### src/hdl/uart_pkg.sv
package uart_pkg;

	////////////////////////////////////////
	// Frame geometry

	// Raw 8N1 framing, no parity bit
	localparam int UART_DATA_BITS = 8;

	// Baud divisor width
	localparam int UART_DIV_BITS = 16;

	////////////////////////////////////////
	// Shared types

	// One data byte as carried on the wire
	typedef logic [UART_DATA_BITS-1:0] uart_byte_t;

	// Bit period is divisor + 1 clock cycles
	typedef logic [UART_DIV_BITS-1:0] uart_div_t;

	// Outcome of one received frame
	// frame_err set when the stop bit sampled low
	typedef struct packed {
		uart_byte_t data;
		logic       frame_err;
	} rx_beat_t;

endpackage

### src/hdl/uart_rx.sv
`timescale 1ns/1ps

module uart_rx #(
	parameter bit SYNC_INIT = 1'b1
) (
	input  logic                clk,
	input  logic                rst_n,
	input  logic                rx,
	input  uart_pkg::uart_div_t clkdiv,
	output logic                rx_active,
	output logic                rx_valid,
	output uart_pkg::rx_beat_t  rx_beat
);
	import uart_pkg::*;

	// One spare bit so 1.25x the largest divisor still fits
	localparam int CNT_W = UART_DIV_BITS + 1;

	////////////////////////////////////////
	// Input synchronizer

	logic [2:0] sync_q;
	logic       rx_sync;
	logic       rx_prev;

	always_ff @(posedge clk) begin
		if (!rst_n) begin
			sync_q  <= {3{SYNC_INIT}};
			rx_prev <= SYNC_INIT;
		end else begin
			sync_q  <= {sync_q[1:0], rx};
			// Last synchronized level for start edge detection
			rx_prev <= rx_sync;
		end
	end

	assign rx_sync = sync_q[2];

	////////////////////////////////////////
	// Bit timing

	logic [CNT_W-1:0] baud_cnt;
	logic [CNT_W-1:0] start_dly;
	logic [3:0]       bit_cnt;
	logic             sample_now;
	logic             data_phase;
	uart_byte_t       shift_q;

	// Full period plus a quarter lands each sample a quarter into its bit
	assign start_dly = {1'b0, clkdiv} + CNT_W'(clkdiv[UART_DIV_BITS-1:2]);

	assign sample_now = rx_active && (baud_cnt == '0);
	// Still collecting data bits before the stop bit
	assign data_phase = bit_cnt < 4'(UART_DATA_BITS);

	always_ff @(posedge clk) begin
		if (!rst_n) begin
			rx_active <= 1'b0;
			rx_valid  <= 1'b0;
			rx_beat   <= '0;
			baud_cnt  <= '0;
			bit_cnt   <= '0;
		end else begin
			// Strobe lasts a single cycle
			rx_valid <= 1'b0;
			if (!rx_active) begin
				// Only a falling edge starts a frame so a low stop bit cannot retrigger
				if (rx_prev && !rx_sync) begin
					rx_active <= 1'b1;
					baud_cnt  <= start_dly;
					bit_cnt   <= '0;
				end
			end else if (!sample_now) begin
				baud_cnt <= baud_cnt - CNT_W'(1);
			end else if (data_phase) begin
				bit_cnt  <= bit_cnt + 4'd1;
				baud_cnt <= {1'b0, clkdiv};
			end else begin
				// Stop sample hands the frame out and goes idle
				rx_active         <= 1'b0;
				rx_valid          <= 1'b1;
				rx_beat.data      <= shift_q;
				rx_beat.frame_err <= !rx_sync;
			end
		end
	end

	////////////////////////////////////////
	// Data shifter

	// LSB arrives first so bits shift in from the top
	always_ff @(posedge clk) begin
		if (sample_now && data_phase) begin
			shift_q <= {rx_sync, shift_q[UART_DATA_BITS-1:1]};
		end
	end

endmodule

### src/hdl/uart_byte_fifo.sv
`timescale 1ns/1ps

module uart_byte_fifo #(
	parameter int FIFO_DEPTH = 4
) (
	input  logic                 clk,
	input  logic                 rst_n,
	input  logic                 push,
	input  uart_pkg::uart_byte_t push_data,
	input  logic                 pop,
	output logic                 avail,
	output uart_pkg::uart_byte_t head,
	output logic                 overflow
);
	import uart_pkg::*;

	localparam int PTR_W = (FIFO_DEPTH > 1) ? $clog2(FIFO_DEPTH) : 1;
	localparam int CNT_W = $clog2(FIFO_DEPTH + 1);

	uart_byte_t       mem [FIFO_DEPTH];
	logic [PTR_W-1:0] rd_ptr;
	logic [PTR_W-1:0] wr_ptr;
	logic [CNT_W-1:0] count;
	logic             full;
	logic             do_push;
	logic             do_pop;

	// Explicit wrap keeps non power of two depths working
	function automatic logic [PTR_W-1:0] next_ptr(input logic [PTR_W-1:0] ptr);
		return (ptr == PTR_W'(FIFO_DEPTH - 1)) ? '0 : ptr + PTR_W'(1);
	endfunction

	assign full  = (count == CNT_W'(FIFO_DEPTH));
	assign avail = (count != '0);
	// Show-ahead head, valid whenever avail is high
	assign head  = mem[rd_ptr];

	assign do_pop  = pop && avail;
	// A pop in the same cycle frees the slot for the push
	assign do_push = push && (!full || do_pop);

	////////////////////////////////////////
	// Storage

	always_ff @(posedge clk) begin
		if (do_push) begin
			mem[wr_ptr] <= push_data;
		end
	end

	////////////////////////////////////////
	// Pointers, occupancy, overflow

	always_ff @(posedge clk) begin
		if (!rst_n) begin
			rd_ptr   <= '0;
			wr_ptr   <= '0;
			count    <= '0;
			overflow <= 1'b0;
		end else begin
			if (do_push) begin
				wr_ptr <= next_ptr(wr_ptr);
			end
			if (do_pop) begin
				rd_ptr <= next_ptr(rd_ptr);
			end
			if (do_push && !do_pop) begin
				count <= count + CNT_W'(1);
			end else if (do_pop && !do_push) begin
				count <= count - CNT_W'(1);
			end
			// Sticky until reset once a byte is lost
			if (push && !do_push) begin
				overflow <= 1'b1;
			end
		end
	end

endmodule

### src/hdl/uart_tx.sv
`timescale 1ns/1ps

module uart_tx (
	input  logic                 clk,
	input  logic                 rst_n,
	input  uart_pkg::uart_div_t  clkdiv,
	input  logic                 avail,
	input  uart_pkg::uart_byte_t head,
	output logic                 pop,
	output logic                 tx,
	output logic                 tx_busy,
	output logic                 tx_done
);
	import uart_pkg::*;

	uart_div_t  baud_cnt;
	logic [3:0] bit_cnt;
	logic       bit_end;
	logic       data_next;
	uart_byte_t shift_q;

	// Take the next byte as soon as the line is free
	assign pop = !tx_busy && avail;

	// Current bit has run its full period
	assign bit_end   = tx_busy && (baud_cnt == '0);
	// Bits 0 to 7 follow start and each data bit
	assign data_next = bit_cnt < 4'(UART_DATA_BITS);

	////////////////////////////////////////
	// Frame sequencer

	// bit_cnt 0 is the start bit, 9 the stop bit
	always_ff @(posedge clk) begin
		if (!rst_n) begin
			tx       <= 1'b1;
			tx_busy  <= 1'b0;
			tx_done  <= 1'b0;
			baud_cnt <= '0;
			bit_cnt  <= '0;
		end else begin
			tx_done <= 1'b0;
			if (pop) begin
				// Start bit goes out right away
				tx       <= 1'b0;
				tx_busy  <= 1'b1;
				baud_cnt <= clkdiv;
				bit_cnt  <= '0;
			end else if (tx_busy) begin
				if (!bit_end) begin
					baud_cnt <= baud_cnt - UART_DIV_BITS'(1);
				end else if (data_next) begin
					tx       <= shift_q[0];
					bit_cnt  <= bit_cnt + 4'd1;
					baud_cnt <= clkdiv;
				end else if (bit_cnt == 4'(UART_DATA_BITS)) begin
					// Stop bit
					tx       <= 1'b1;
					bit_cnt  <= bit_cnt + 4'd1;
					baud_cnt <= clkdiv;
				end else begin
					// Stop bit period over
					tx_busy <= 1'b0;
					tx_done <= 1'b1;
				end
			end
		end
	end

	////////////////////////////////////////
	// Data shifter

	always_ff @(posedge clk) begin
		if (pop) begin
			shift_q <= head;
		end else if (bit_end && data_next) begin
			// LSB first, next bit moves into position 0
			shift_q <= {1'b0, shift_q[UART_DATA_BITS-1:1]};
		end
	end

endmodule

### src/hdl/uart_echo_top.sv
`timescale 1ns/1ps

module uart_echo_top #(
	parameter int FIFO_DEPTH = 4,
	parameter bit SYNC_INIT  = 1'b1
) (
	input  logic                clk,
	input  logic                rst_n,
	input  logic                rx,
	input  uart_pkg::uart_div_t rx_clkdiv,
	input  uart_pkg::uart_div_t tx_clkdiv,
	output logic                tx,
	output logic                rx_valid,
	output uart_pkg::rx_beat_t  rx_beat,
	output logic                overflow,
	output logic                tx_busy,
	output logic                tx_done
);
	import uart_pkg::*;

	logic       fifo_push;
	logic       fifo_pop;
	logic       fifo_avail;
	uart_byte_t fifo_head;

	////////////////////////////////////////
	// Receive side

	// rx_active has no consumer at this level
	uart_rx #(
		.SYNC_INIT (SYNC_INIT)
	) i_uart_rx (
		.clk       (clk),
		.rst_n     (rst_n),
		.rx        (rx),
		.clkdiv    (rx_clkdiv),
		.rx_active (),
		.rx_valid  (rx_valid),
		.rx_beat   (rx_beat)
	);

	// Bad frames are reported but never queued
	assign fifo_push = rx_valid && !rx_beat.frame_err;

	////////////////////////////////////////
	// Buffer and transmit side

	uart_byte_fifo #(
		.FIFO_DEPTH (FIFO_DEPTH)
	) i_uart_byte_fifo (
		.clk       (clk),
		.rst_n     (rst_n),
		.push      (fifo_push),
		.push_data (rx_beat.data),
		.pop       (fifo_pop),
		.avail     (fifo_avail),
		.head      (fifo_head),
		.overflow  (overflow)
	);

	uart_tx i_uart_tx (
		.clk     (clk),
		.rst_n   (rst_n),
		.clkdiv  (tx_clkdiv),
		.avail   (fifo_avail),
		.head    (fifo_head),
		.pop     (fifo_pop),
		.tx      (tx),
		.tx_busy (tx_busy),
		.tx_done (tx_done)
	);

endmodule

### config.mk
export PLATFORM = sky130hd
export DESIGN_NAME = uart_echo_top
export DESIGN_NICKNAME = d
export VERILOG_FILES = /design/src/hdl/uart_pkg.sv /design/src/hdl/uart_rx.sv /design/src/hdl/uart_byte_fifo.sv /design/src/hdl/uart_tx.sv /design/src/hdl/uart_echo_top.sv
export SDC_FILE = /design/constraint.sdc
export NUM_CORES = 1
export LEC_CHECK = 0
export ABC_AREA = 1
export BUFFER_PORTS_ARGS = -buffer_cell sky130_fd_sc_hd__buf_2
export CORE_MARGIN = 3
export CORE_UTILIZATION = 50
export DETAILED_ROUTE_END_ITERATION = 8
export PLACE_DENSITY = 0.7
export SLEW_MARGIN = 20
export SYNTH_ARGS = -nofsm -noshare
export SYNTH_HDL_FRONTEND = slang
export SYNTH_HIERARCHICAL = 1
export SYNTH_SLANG_ARGS = --single-unit
### constraint.sdc
create_clock -name clk -period 2.6 [get_ports clk]
set_input_delay 0.52 -clock clk [delete_from_list [all_inputs] [get_ports clk]]
set_output_delay 0.52 -clock clk [all_outputs]
set_load 0.005 [all_outputs]
==> results.json <==
{
  "die_w_um": 124,
  "arrival_ps": 2640,
  "n_fill_cell": 1302,
  "synth.top_cell.area_share": 0.206,
  "syn_nets": 1052,
  "holdCritPathClass": "in -> reg",
  "gr-total-overflow": 0,
  "status": "completed",
  "synth_edf_count": 48,
  "drt_iter0_markers": 458,
  "syn_area_per_cell_um2": 7.08,
  "start_util": 0.520,
  "critPathKind": "reg -> reg",
  "cts_buffer_depth": 2,
  "num_antenna_cells": 0,
  "drc_errors": 0,
  "ant_nets": 0,
  "die-area_um2": 15500,
  "irDropWorstVdd_mv": 0.496,
  "synth_flop_cell": "dfxtp_1",
  "grt_max_degree": 37,
  "synth_common_cells": "284 x nand2_1, 130 x nor2_1, 129 x inv_1, 84 x nand3_1, 69 x dfxtp_1",
  "crit_required_ps": 2910,
  "synth_seq_cells": 117,
  "setup-violations-final": 0,
  "viasPerCell": 5.09,
  "cts_sinks": 117,
  "synth-seq-area-share": 0.403,
  "period_share": 0.897,
  "cts_setup_buffers": 0,
  "syn_to_final_growth_pct": 14.2,
  "layout.nets": 1108,
  "endpoint_kind": "flip-flop",
  "final_core_util": 0.594,
  "fin_setup_tns_ps": 0,
  "antenna_found_initial": 0,
  "holdBufCountCts": 0,
  "synth_area_um2": 7000,
  "slew_headroom": 0.468,
  "cp_max_fo": 5,
  "worst_slew_pin_slew_ps": 795,
  "ys_warn_count": 6,
  "async_flop_share": 0,
  "clk_latency_ps": 420,
  "drv_slew": 0,
  "io_buffer_count": 48,
  "clock_skew_ps": 7.46,
  "yosysTopAreaCell": "edfxtp_1",
  "clk_pin_slew_ps": 60,
  "synth_area_leaders": "edfxtp_1 21%, dfxtp_1 20%, nand2_1 15%",
  "core_um2": 13500,
  "rsz0062_at_grt": "false",
  "synth_cell_types": 42,
  "routabilityCongestion": 0.887,
  "vias": 6277,
  "p_leak_nw": 3.64,
  "drv_cap": 0,
  "fmax_mhz": 429,
  "start_kind": "flip-flop",
  "synthMostInstantiatedCell": "nand2_1",
  "r2r_slack_ps": 270,
  "h-tree-depth": 4,
  "grt_pass1_wl_mm": 27.4,
  "cts_inserted_buffers": 17,
  "hpwl_mm": 11.4,
  "wirelength_mm": 15.8,
  "cts_resized": 0,
  "avgRoutedWirePerCell_um": 12.8,
  "fp.dieH_um": 124,
  "top_layer": "met4",
  "drt_pass1_iterations": 5,
  "cts_root_buf": "clkbuf_16",
  "track_usage": 0.212,
  "pwr_density_cell_nw_per_um2": 623,
  "dr_wl_met2_mm": 7.49,
  "row_count": 42,
  "syn_inst": 989,
  "io_pins": 49,
  "cts_tree": "yes",
  "hold_viol": 0,
  "drive_above_1_share": 0.125,
  "wl_met1_mm": 7.47,
  "wl_met3_um": 584,
  "fin_crit_ps": 2330,
  "grt_pass1_vias": 5885
}
==> final cells by class <==
cell class,instances,area [um2],area share
inverter,135,507,0.0634
multi-input combinational,716,3520,0.440
tap,176,220,0.0275
clock buffer,18,450,0.0563
clock inverter,14,163,0.0203
sequential,117,2820,0.353
timing repair buffer,58,315,0.0394
==> path summary, 6_finish.rpt <==
path                                          start                                endpoint  cells past startpoint
max reg2reg  i_uart_byte_fifo/count[1]$_SDFFE_PN0P_  i_uart_byte_fifo/count[1]$_SDFFE_PN0P_                     13
min reg2reg          i_uart_rx/sync_q[1]$_SDFF_PN1_          i_uart_rx/sync_q[2]$_SDFF_PN1_                      1
min                                              rx          i_uart_rx/sync_q[0]$_SDFF_PN1_                      2
max          i_uart_byte_fifo/count[1]$_SDFFE_PN0P_  i_uart_byte_fifo/count[1]$_SDFFE_PN0P_                     13
==> cell families after synthesis <==
kind of cell / Yosys count / share of synthesized area
flip-flops: 117 / 0.403
adder cells (fa/ha/maj): 28 / 0.0522
AND/OR/NAND/NOR: 560 / 0.348
buffers and inverters: 156 / 0.0944
XOR/XNOR: 2 / 0.00250
AO/OA/AOI/OAI: 126 / 0.0999
==> layer usage <==
| metal | GRT usage | vias to the layer above |
|---|---|---|
| met4 | 0.0883 | 0 |
| met5 | 0 | - |
| li1 | - | 3313 |
| met3 | 0.0416 | 27 |
| met2 | 0.344 | 155 |
| met1 | 0.277 | 2782 |
==> critical path, stage by stage, from the launching register on <==
cell,delay (ps)
dfxtp_1,350
nor2_2,170
nand2_1,120
inv_1,110
nor2_4,40
nor2_1,130
nand2_1,140
nand2_1,180
inv_1,60
ha_1,200
inv_1,90
fa_1,410
o21ai_0,170
nor2_1,60
==> power by group <==
group	switching (mW)	internal [mW]	total, mW	leakage (nW)
Sequential	0.0228	1.92	1.94	0.943
Clock	0.904	1.50	2.40	0.305
Combinational	0.422	0.217	0.639	2.39
Total	1.35	3.63	4.98	3.64
==> cells in the final DEF, fill, tap and decap left out, types with 2 or more instances in the layout <==
master	synthesis	final
edfxtp_1	48	48
a21oi_1	58	58
nor2_4	5	5
nor2_2	6	6
or2_2	8	8
nand3b_1	4	4
clkinv_2	0	2
inv_6	0	5
nand2_2	6	6
nand4_1	17	17
nor3_2	2	2
a21oi_2	2	2
clkinv_4	0	3
inv_1	129	129
nor3_1	8	8
dfxtp_1	69	69
o21ai_2	4	4
buf_4	3	10
o21ai_1	7	7
nand3_1	84	84
fa_1	2	2
nor2_1	130	130
o22ai_1	8	8
nand2_1	284	284
inv_2	4	4
o21bai_1	6	6
clkinv_1	2	2
bufinv_16	0	2
clkbuf_16	0	18
inv_8	0	2
buf_2	3	48
o21ai_0	37	37
ha_1	26	26
==> metrics by stage <==
step                setup WS, ps  std cells  hold slack [ps]  cell area [um2]  total power [mW]
floorplan                    410        989              393             7000              2.47
global placement             360       1202              393             7380              2.61
detailed placement           285       1202              399             7380              2.61
CTS                          262       1234              270             8000              5.03
global route                36.0       1234              274             8000              5.21
finish                       268       1234              290             8000              4.98
==> registers in the layout, summed over array words and instances (netlist names), 2 cells and up, named ones only <==
signal / count
i_uart_rx/bit_cnt: 4
i_uart_byte_fifo/rd_ptr: 2
i_uart_tx/bit_cnt: 4
i_uart_tx/shift_q: 8
i_uart_tx/baud_cnt: 16
i_uart_rx/baud_cnt: 17
i_uart_byte_fifo/mem: 32
i_uart_rx/sync_q: 3
i_uart_byte_fifo/wr_ptr: 2
i_uart_rx/rx_beat: 9
i_uart_rx/shift_q: 8
i_uart_byte_fifo/count: 3
(Power assumes the default switching activity.)
